## src/rtl/fwd_pkg.sv

```systemverilog
`default_nettype none

package fwd_pkg;

localparam int XLEN       = 64;
localparam int REG_ADDR_W = 5;
localparam int OPCODE_W   = 7;

typedef logic [XLEN-1:0]       xlen_t;
typedef logic [REG_ADDR_W-1:0] reg_addr_t;
typedef logic [OPCODE_W-1:0]   opcode_t;

localparam opcode_t OPC_BRANCH = 7'b1100011;  // BEQ, BNE, BLT, BGE, BLTU, BGEU

// Register usage of one instruction in flight
typedef struct packed {
    reg_addr_t dest;
    reg_addr_t src1;
    reg_addr_t src2;
    logic      is_load;
} stage_regs_t;

typedef struct packed {
    xlen_t alu_a;
    xlen_t alu_b;
    xlen_t jbl_data1;      // Branch compare operand 1
    xlen_t jbl_data2;      // Branch compare operand 2
    xlen_t jbl_addr;       // Jump/branch base address
    xlen_t dm_write_data;  // Store data
} operand_set_t;

typedef struct packed {
    xlen_t alu_result;    // ALU output of the execute stage
    xlen_t dm_read_data;  // Load data in memory access
    xlen_t dm_bypass;     // ALU result carried into memory access
} fwd_data_t;

typedef enum logic [1:0] {
    FWD_RF      = 2'd0,
    FWD_MEM_DM  = 2'd1,
    FWD_EX_ALU  = 2'd2,
    FWD_MEM_ALU = 2'd3
} fwd_src_e;

typedef enum logic [1:0] {
    ST_RUN        = 2'd0,
    ST_HOLD_BOTH  = 2'd1,
    ST_HOLD_FETCH = 2'd2
} stall_state_e;

endpackage

`default_nettype wire

```

## src/rtl/stage_tracker.sv

```systemverilog
`timescale 1ns/1ps
`default_nettype none

// Keeps the register numbers of the three youngest instructions
// Slot 0 is decode, slot 1 execute, slot 2 memory access
module stage_tracker (
    input  wire logic                  clk,
    input  wire logic                  rst,
    input  wire fwd_pkg::stage_regs_t  new_regs,  // Instruction entering decode
    output fwd_pkg::stage_regs_t [2:0] stages
);

// Decode slot takes the new instruction on every edge
// Older slots simply age by one stage
// A stall does not hold them because decode repeats its instruction instead
always_ff @(posedge clk) begin : shift_slots
    if (rst) begin
        stages <= '0;  // All x0 so nothing can match
    end else begin
        stages[0] <= new_regs;
        for (int i = 1; i < 3; i++) begin
            stages[i] <= stages[i-1];
        end
    end
end : shift_slots

endmodule

`default_nettype wire

```

## src/rtl/hazard_detect.sv

```systemverilog
`timescale 1ns/1ps
`default_nettype none

// RAW check of the decode sources against execute and memory destinations
module hazard_detect (
    input  wire fwd_pkg::stage_regs_t [2:0] stages,
    output fwd_pkg::fwd_src_e               sel_a,
    output fwd_pkg::fwd_src_e               sel_b,
    output logic                            load_use
);

fwd_pkg::stage_regs_t dec_slot;
fwd_pkg::stage_regs_t ex_slot;
fwd_pkg::stage_regs_t mem_slot;

logic ex_hit_a;
logic ex_hit_b;
logic mem_hit_a;
logic mem_hit_b;

// Chooses the data source for one operand
// Execute is the newer producer, so its match is checked first
function automatic fwd_pkg::fwd_src_e pick_src(
    input logic hit_ex,
    input logic ex_load,
    input logic hit_mem,
    input logic mem_load
);
    fwd_pkg::fwd_src_e sel;
    sel = fwd_pkg::FWD_RF;
    if (hit_ex) begin
        if (!ex_load) begin
            sel = fwd_pkg::FWD_EX_ALU;
        end  // A load here has no data yet and the stall covers it
    end else if (hit_mem) begin
        sel = mem_load ? fwd_pkg::FWD_MEM_DM : fwd_pkg::FWD_MEM_ALU;
    end
    return sel;
endfunction

assign dec_slot = stages[0];
assign ex_slot  = stages[1];
assign mem_slot = stages[2];

// x0 is hardwired to zero and never forwards
assign ex_hit_a  = (dec_slot.src1 != '0) && (ex_slot.dest == dec_slot.src1);
assign ex_hit_b  = (dec_slot.src2 != '0) && (ex_slot.dest == dec_slot.src2);
assign mem_hit_a = (dec_slot.src1 != '0) && (mem_slot.dest == dec_slot.src1);
assign mem_hit_b = (dec_slot.src2 != '0) && (mem_slot.dest == dec_slot.src2);

assign sel_a = pick_src(ex_hit_a, ex_slot.is_load, mem_hit_a, mem_slot.is_load);
assign sel_b = pick_src(ex_hit_b, ex_slot.is_load, mem_hit_b, mem_slot.is_load);

// Load result is one cycle too late for the decode instruction
assign load_use = ex_slot.is_load && (ex_hit_a || ex_hit_b);

endmodule

`default_nettype wire

```

## src/rtl/stall_sequencer.sv

```systemverilog
`timescale 1ns/1ps
`default_nettype none

// Drops the pipeline flop enables for a load-use hazard
// Sequence is both low for one cycle, then only fetch-to-decode low
module stall_sequencer (
    input  wire logic clk,
    input  wire logic rst,
    input  wire logic load_use,
    output logic      f_to_d_enable,  // Fetch to decode flop enable
    output logic      d_to_e_enable   // Decode to execute flop enable
);

fwd_pkg::stall_state_e state_q;
fwd_pkg::stall_state_e state_d;

always_comb begin : next_state
    state_d = fwd_pkg::ST_RUN;
    case (state_q)
        fwd_pkg::ST_RUN: begin
            if (load_use) begin
                state_d = fwd_pkg::ST_HOLD_BOTH;
            end
        end
        fwd_pkg::ST_HOLD_BOTH:  state_d = fwd_pkg::ST_HOLD_FETCH;
        fwd_pkg::ST_HOLD_FETCH: state_d = fwd_pkg::ST_RUN;  // Hazards here are not rearmed
        default:                state_d = fwd_pkg::ST_RUN;
    endcase
end : next_state

// Enables are registered from the next state so they line up with it
always_ff @(posedge clk) begin : state_regs
    if (rst) begin
        state_q       <= fwd_pkg::ST_RUN;
        f_to_d_enable <= 1'b1;
        d_to_e_enable <= 1'b1;
    end else begin
        state_q       <= state_d;
        f_to_d_enable <= (state_d == fwd_pkg::ST_RUN);
        d_to_e_enable <= (state_d != fwd_pkg::ST_HOLD_BOTH);
    end
end : state_regs

endmodule

`default_nettype wire

```

## src/rtl/operand_forward.sv

```systemverilog
`timescale 1ns/1ps
`default_nettype none

// Places forwarded data into the operand fields the decode instruction uses
module operand_forward (
    input  wire fwd_pkg::fwd_src_e     sel_a,
    input  wire fwd_pkg::fwd_src_e     sel_b,
    input  wire fwd_pkg::opcode_t      opcode,    // Of the instruction in decode
    input  wire logic                  is_store,
    input  wire fwd_pkg::operand_set_t dec_ops,   // Operands as read by the decoder
    input  wire fwd_pkg::fwd_data_t    fwd_data,
    output fwd_pkg::operand_set_t      ops
);

fwd_pkg::xlen_t val_a;
fwd_pkg::xlen_t val_b;
logic           is_branch;

// Data behind a forwarding select
function automatic fwd_pkg::xlen_t fwd_value(
    input fwd_pkg::fwd_src_e sel,
    input fwd_pkg::fwd_data_t data
);
    fwd_pkg::xlen_t val;
    case (sel)
        fwd_pkg::FWD_MEM_DM:  val = data.dm_read_data;
        fwd_pkg::FWD_EX_ALU:  val = data.alu_result;
        fwd_pkg::FWD_MEM_ALU: val = data.dm_bypass;
        default:              val = '0;
    endcase
    return val;
endfunction

assign val_a     = fwd_value(sel_a, fwd_data);
assign val_b     = fwd_value(sel_b, fwd_data);
assign is_branch = (opcode == fwd_pkg::OPC_BRANCH);

always_comb begin : operand_mux
    ops = dec_ops;  // Unforwarded fields pass through

    // rs1 feeds the ALU and either the compare or the jump base
    if (sel_a != fwd_pkg::FWD_RF) begin
        ops.alu_a = val_a;
        if (is_branch) begin
            ops.jbl_data1 = val_a;
        end else begin
            ops.jbl_addr = val_a;  // JALR base
        end
    end

    // rs2 feeds the compare and either the ALU or the store data
    if (sel_b != fwd_pkg::FWD_RF) begin
        ops.jbl_data2 = val_b;
        if (sel_b == fwd_pkg::FWD_MEM_DM) begin
            ops.alu_b         = val_b;
            ops.dm_write_data = val_b;
        end else if (is_store) begin
            ops.dm_write_data = val_b;  // ALU b holds the offset for a store
        end else begin
            ops.alu_b = val_b;
        end
    end
end : operand_mux

endmodule

`default_nettype wire

```

## src/rtl/pipeline_control.sv

```systemverilog
`timescale 1ns/1ps
`default_nettype none

// Operand forwarding and load-use stall control for a five-stage RV64 pipeline
module pipeline_control (
    input  wire logic                  clk,
    input  wire logic                  rst,
    input  wire fwd_pkg::stage_regs_t  new_regs,   // Registers of the instruction entering decode
    input  wire fwd_pkg::opcode_t      opcode,
    input  wire logic                  is_store,
    input  wire fwd_pkg::operand_set_t dec_ops,
    input  wire fwd_pkg::fwd_data_t    fwd_data,
    output fwd_pkg::operand_set_t      ops,        // To the decode/execute pipeline register
    output logic                       f_to_d_enable,
    output logic                       d_to_e_enable
);

fwd_pkg::stage_regs_t [2:0] stages;
fwd_pkg::fwd_src_e          sel_a;
fwd_pkg::fwd_src_e          sel_b;
logic                       load_use;

stage_tracker u_stage_tracker (
    .clk      (clk),
    .rst      (rst),
    .new_regs (new_regs),
    .stages   (stages)
);

hazard_detect u_hazard_detect (
    .stages   (stages),
    .sel_a    (sel_a),
    .sel_b    (sel_b),
    .load_use (load_use)
);

stall_sequencer u_stall_sequencer (
    .clk           (clk),
    .rst           (rst),
    .load_use      (load_use),
    .f_to_d_enable (f_to_d_enable),
    .d_to_e_enable (d_to_e_enable)
);

operand_forward u_operand_forward (
    .sel_a    (sel_a),
    .sel_b    (sel_b),
    .opcode   (opcode),
    .is_store (is_store),
    .dec_ops  (dec_ops),
    .fwd_data (fwd_data),
    .ops      (ops)
);

endmodule

`default_nettype wire

```

## config.mk

```make
export PLATFORM = sky130hd
export DESIGN_NAME = pipeline_control
export DESIGN_NICKNAME = d
export VERILOG_FILES = /design/src/rtl/fwd_pkg.sv /design/src/rtl/stage_tracker.sv /design/src/rtl/hazard_detect.sv /design/src/rtl/stall_sequencer.sv /design/src/rtl/operand_forward.sv /design/src/rtl/pipeline_control.sv
export SDC_FILE = /design/constraint.sdc
export NUM_CORES = 1
export LEC_CHECK = 0
export ABC_AREA = 1
export ABC_CLOCK_PERIOD_IN_PS = 2200
export BUFFER_PORTS_ARGS = -buffer_cell sky130_fd_sc_hd__buf_4
export CAP_MARGIN = 30
export CORE_AREA = 10 10 377 379
export CTS_CLUSTER_DIAMETER = 80
export DETAILED_ROUTE_END_ITERATION = 8
export DIE_AREA = 0 0 387 389
export GPL_TIMING_DRIVEN = 0
export PLACE_DENSITY = 0.34
export SLEW_MARGIN = 20
export SYNTH_ARGS = -nofsm -noshare
export SYNTH_HDL_FRONTEND = slang
export SYNTH_SLANG_ARGS = --single-unit
```

## constraint.sdc

```tcl
create_clock -name clk -period 2.2 [get_ports clk]
set_input_delay 0.44 -clock clk [delete_from_list [all_inputs] [get_ports clk]]
set_output_delay 0.44 -clock clk [all_outputs]
set_load 0.03 [all_outputs]
```

==> flow_metrics.tcl, run 1 <==
set metrics [dict create \
    grt_max_degree 11 \
    p_leak_nw 13.7 \
    wl_per_cell_um 38.1 \
    ctsRootBufferMaster "clkbuf_16" \
    crit_type "flop to output pin" \
    nFillCells 15400 \
    antenna_left 0 \
    synth_cell_types 20 \
    synth_cells 1919 \
    first_global_vias 19500 \
    hold_depth 3 \
    ys_ff_latch 32 \
    portBuffers 987 \
    fin_crit_ns 2.98 \
    antenna_found_initial 29 \
    async_flop_share 0 \
    synth_nets 2521 \
    peakVddDrop_mv 0.273 \
    numCtsBuffers 5 \
    htree_levels 2 \
    drc 0 \
    hold_path.class "primary input to flop" \
    cts_buffer_depth 2 \
    setup_violations 384 \
    holdBufCountCts 0 \
    layout_commonest_cell "buf_4" \
    nets 3643 \
    skew_ns 0.00466 \
    hpwl_um 153000 \
    synth_edf_count 0 \
    status "finished with violations" \
    cts_num_sinks 32 \
    fin_crit_sh 1.36 \
    ff2ff_path_depth 10 \
    p_total_mw 12.5 \
    max-slew-margin-rel 0.604 \
    num_vias 20700 \
    syn2layout_area_growth_pct 187 \
    setup_slack_ns -0.785 \
    crit_path_max_fanout 7 \
    register_area_um2 687 \
    max_freq_mhz 335 \
    die_x_um 387 \
    max_slew.worst_pin.slew_ns 0.594 \
    startpoint_type "flop" \
    core-area_mm2 0.135 \
    fin_util 0.202 \
    layout_common_cells "buf_4 (774), nand2_1 (587), nand4_1 (387)" \
    cts_tree "yes" \
    ys_seq_area_frac 0.0677 \
    timing.max_cap.violations 0 \
    drt_iter0_drc 1999 \
    wl_um 184000 \
    num_rows 135 \
    slew_viol_final 0 \
    initial_core_util 0.0703 \
    insertion_delay_ns 0.28 \
    path_clk_slew_ns 0.05 \
    use_met2 0.379 \
    multi_input_area_mm2 0.0103 \
    rsz0062_at_grt "true" \
    ys.flop_type "dfxtp_1" \
    finalHoldViolations 0 \
    syn_avg_cell_area_um2 4.93 \
    power.density_mw_per_mm2 461 \
    grt-ovfl-total 0 \
    busiest_layer "met2" \
    grt_util_met3 0.0500 \
    grt_util_met1 0.275 \
    die_h_um 389 \
    synth_area_mm2 0.00946 \
    cp.arrival_ns 2.54 \
    worstPathRequired_ns 1.76 \
    cp-end-kind "output pin" \
    avgViaCountPerCell 4.28 \
    dr.pass1.iters 6 \
    io_pins 988 \
    dieArea_mm2 0.151 \
    drive_gt1_frac 0.600 \
    grt_use_total 0.218 \
    grt_pass1_wl_um 218000 \
    ys_warn_count 0 \
    gp_congestion 0.923 \
    violations "negative setup slack" \
]
[where the power goes]
part | leakage, nW | internal, mW | switching [mW]
Combinational | 13.4 | 4.26 | 6.92
Sequential | 0.272 | 0.599 | 0.0271
Clock | 0.0767 | 0.446 | 0.254
Total | 13.7 | 5.30 | 7.20
[metrics by stage]
step                      instance area, um^2  hold WS (ns)  setup slack [ns]  TNS, ns  instances
after floorplan                          9460         0.388             0.167        0       1919
after global placement                  19100         0.399             -2.36  -535.85       4687
after detailed placement                19300         0.393             -1.59  -402.09       4695
after CTS                               21500         0.361            -0.791  -247.23       4737
after global routing                    27100         0.375            -0.803  -261.47       4824
final                                   27100         0.362            -0.785  -230.20       4832
[worst max-delay path, cell delays in order, from the launching register on]
cell and delay (ns):
dfxtp_4 0.36, xnor2_2 0.17, nand2_2 0.10, nor2_4 0.21, nand3_4 0.15, buf_8 0.18, buf_16 0.16, buf_8 0.18
nand3_2 0.07, nand4_1 0.33, buf_6 0.29
[cells in the mapped netlist, types with 2 or more instances]
cell type | number | area [um^2]
nand2_2 | 3 | 18.8
clkbuf_1 | 31 | 116
nor2_1 | 40 | 150
nand3_1 | 325 | 1630
buf_6 | 6 | 67.6
dfxtp_1 | 32 | 641
nand4_1 | 387 | 2420
buf_1 | 3 | 11.3
nand2_1 | 876 | 3290
buf_2 | 127 | 636
inv_1 | 47 | 176
inv_2 | 7 | 26.3
xor2_1 | 2 | 17.5
buf_4 | 18 | 135
xnor2_1 | 10 | 87.6
[final cells by class]
class | count | area share
Timing Repair inverter | 2 | 0.00221
Inverter | 54 | 0.0112
Timing Repair Buffer | 1116 | 0.400
Multi-Input combinational cell | 1648 | 0.381
Buffer | 182 | 0.0919
Clock buffer | 6 | 0.00512
Antenna cell | 9 | 0.000830
Tap cell | 1781 | 0.0821
Clock inverter | 2 | 0.000369
Sequential cell | 32 | 0.0253
[logic make-up after synthesis]
group | count (synthesis) | synth area share
AND/OR/NAND/NOR | 1636 | 0.798
flip-flops | 32 | 0.0677
XOR/XNOR | 12 | 0.0111
buffers and inverters | 239 | 0.124
[per-layer routing]
layer  vias up  routed length [um]
met2      1244               88100
met3       206               14200
met1     10200               76200
li1       8974                   -
met5         -                 207
met4        30                5570
[state kept, by name, indices dropped and copies added (netlist names)]
| register | cells |
|---|---|
| u_stall_sequencer.d_to_e_enable | 1 |
| u_stage_tracker.stages | 28 |
| u_stall_sequencer.f_to_d_enable | 1 |
| u_stall_sequencer.state_q | 2 |
[worst paths after layout]
kind | end | slack, ns | start
min | u_stage_tracker.stages[4]$_SDFF_PP0_ | 0.36 | new_regs[4]
max | ops[145] | -0.78 | u_stage_tracker.stages[27]$_SDFF_PP0_
min reg2reg | u_stage_tracker.stages[29]$_SDFF_PP0_ | 0.39 | u_stage_tracker.stages[13]$_SDFF_PP0_
max reg2reg | u_stall_sequencer.f_to_d_enable$_SDFF_PP1_ | 0.47 | u_stage_tracker.stages[29]$_SDFF_PP0_
[repair_timing]
item                                    CTS  global route
endpoints found under the setup margin  384           384
setup buffers                            27            44
pin swaps                                21           234
gates resized for setup                 474          1032
cloned                                    7            48
(Power assumes the default switching activity.)
==> run 2: changes to the inputs <==
- CELL_PAD_IN_SITES_DETAIL_PLACEMENT: default -> 0
- CELL_PAD_IN_SITES_GLOBAL_PLACEMENT: default -> 2
- CORE_AREA: 10 10 377 379 -> 10 10 371 373
- DIE_AREA: 0 0 387 389 -> 0 0 381 383
- GPL_ROUTABILITY_DRIVEN: default -> 1
- PLACE_DENSITY: 0.34 -> 0.57
==> run 2 against run 1 <==
  * The flow still finishes with violations (negative setup slack)
  * Routed wire length is 8.3% lower
  * Non-clock buffer count down 51
  * Fmax is 2.0% higher
  * Final cell count down 1.6%
  * First-iteration DRC count is 23% lower
  * Critical endpoint is now ops[333]
  * Largest cell class unchanged
==> flow_metrics.tcl, run 2 (synthesis gave the netlist of run 1 again) <==
set metrics [dict create \
    core-area_mm2 0.130 \
    use_met2 0.373 \
    power.density_mw_per_mm2 458 \
    startpoint_type "flop" \
    drc 0 \
    setup_slack_ns -0.726 \
    wl_um 169000 \
    crit_path_max_fanout 6 \
    grt_pass1_wl_um 208000 \
    status "finished with violations" \
    fin_crit_sh 1.33 \
    grt_use_total 0.212 \
    cp.arrival_ns 2.49 \
    grt_max_degree 11 \
    ff2ff_path_depth 10 \
    top_register "u_stage_tracker.stages" \
    largest_reg_flops 28 \
    p_leak_nw 12.5 \
    grt_util_met1 0.268 \
    die_h_um 383 \
    avgViaCountPerCell 4.16 \
    fin_crit_ns 2.93 \
    r2r-end "u_stall_sequencer.f_to_d_enable$_SDFF_PP1_" \
    setup_violations 384 \
    dieArea_mm2 0.146 \
    nets 3591 \
    cts_tree "yes" \
    antenna_left 0 \
    instances_no_fill 4754 \
    cts_buffer_depth 2 \
    grt-ovfl-total 0 \
    crit_type "flop to output pin" \
    numCtsBuffers 5 \
    syn2layout_area_growth_pct 157 \
    max_freq_mhz 342 \
    antenna_found_initial 28 \
    max_slew.worst_pin.slew_ns 0.648 \
    top_regs "u_stage_tracker.stages: 28 flops, u_stall_sequencer.state_q: 2 flops" \
    holdBufCountCts 0 \
    drt_iter0_drc 1545 \
    endpoint "ops[333]" \
    violations "negative setup slack" \
    rrSetupSlack_ns 0.51 \
    startpoint "u_stage_tracker.stages[8]$_SDFF_PP0_" \
    first_global_vias 19500 \
    num_rows 133 \
    io_pins 988 \
    place_area_mm2 0.0192 \
    grt_util_met3 0.0460 \
    final_cell_area_mm2 0.0243 \
    max-slew-margin-rel 0.568 \
    peakVddDrop_mv 0.366 \
    fin_util 0.186 \
    timing.max_cap.violations 0 \
    slew_viol_final 0 \
    gp_congestion 0.936 \
    cts_num_sinks 32 \
    portBuffers 987 \
    path_clk_slew_ns 0.05 \
    worstPathRequired_ns 1.76 \
    busiest_layer "met2" \
    initial_core_util 0.0725 \
    layout_common_cells "buf_4 (887), nand2_1 (685), nand4_1 (387)" \
    p_total_mw 11.1 \
    wl_per_cell_um 35.5 \
    dp_cells 4669 \
    layout_commonest_cell "buf_4" \
    num_vias 19800 \
    final.setup.tns_ns -208.87 \
    dr.pass1.iters 5 \
    cp-end-kind "output pin" \
    drive_gt1_frac 0.537 \
    skew_ns 0.00179 \
    r2r-start "u_stage_tracker.stages[30]$_SDFF_PP0_" \
    insertion_delay_ns 0.27 \
    rsz0062_at_grt "true" \
    hold_path.class "primary input to flop" \
    hpwl_um 144000 \
    htree_levels 2 \
    die_x_um 381 \
    finalHoldViolations 0 \
    ctsRootBufferMaster "clkbuf_16" \
]
==> run 2: changes by cell type in the layout (fill, tap and decap cells not counted), moves of 49 or more <==
cell,delta
buf_4,+113
nand2_1,+98
buf_6,-89
nand3_1,+68
nand3_2,-54
nand2_2,-49
==> run 2: final cells by class <==
cell class,instances,area [um^2]
buffer,180,2160
sequential,32,681
clock buffer,7,153
timing repair inverter,1,30.0
inverter,54,303
fill,15300,106000
tap,1755,2200
timing repair buffer,1067,9360
antenna,10,25.0
multi-input combinational,1648,9370
==> run 2: report_power, final <==
part	internal [mW]	total (mW)	switching, mW
sequential	0.600	0.626	0.0258
combinational	3.54	9.79	6.24
clock	0.474	0.712	0.238
==> run 2: worst max-delay path: stages (launching register included) <==
cell and delay (ns):
dfxtp_2 0.34, nor2_1 0.15, nand4_1 0.11, nand2_2 0.10, nor2_4 0.04, buf_12 0.15
clkbuf_16 0.20, buf_12 0.15, clkbuf_16 0.14, nand4_1 0.13, nand4_1 0.38, buf_6 0.29
==> run 2: metal layers <==
metal  up-vias  wire length (um)
li1       8853                 -
met1      9751             71800
met4        16              3760
met5         -               110
met2      1034             81900
met3       140             11300
==> run 2: worst min-delay path by stage <==
stage,from,end,cells after the start
after global placement,u_stage_tracker.stages[13]$_SDFF_PP0_,u_stage_tracker.stages[29]$_SDFF_PP0_,2
final,new_regs[9],u_stage_tracker.stages[9]$_SDFF_PP0_,3
after floorplan,u_stage_tracker.stages[0]$_SDFF_PP0_,u_stage_tracker.stages[16]$_SDFF_PP0_,2
after global routing,new_regs[12],u_stage_tracker.stages[12]$_SDFF_PP0_,3
after CTS,new_regs[11],u_stage_tracker.stages[11]$_SDFF_PP0_,3
after detailed placement,u_stage_tracker.stages[0]$_SDFF_PP0_,u_stage_tracker.stages[16]$_SDFF_PP0_,2
==> run 2: what timing repair did <==
action	CTS	global route
endpoints found under the hold margin	0	0
gates resized for setup	648	401
gates cloned	8	12
pin swaps	67	125
buffers inserted	37	20
setup endpoints to repair	384	384
==> run 2: metrics by stage <==
step           hold slack [ns]  setup slack [ns]
3_5_place_dp             0.393             -1.35
2_1_floorplan            0.388             0.167
6_report                 0.366            -0.726
4_1_cts                  0.367            -0.693
3_3_place_gp             0.396             -1.98
5_1_grt                  0.380            -0.766
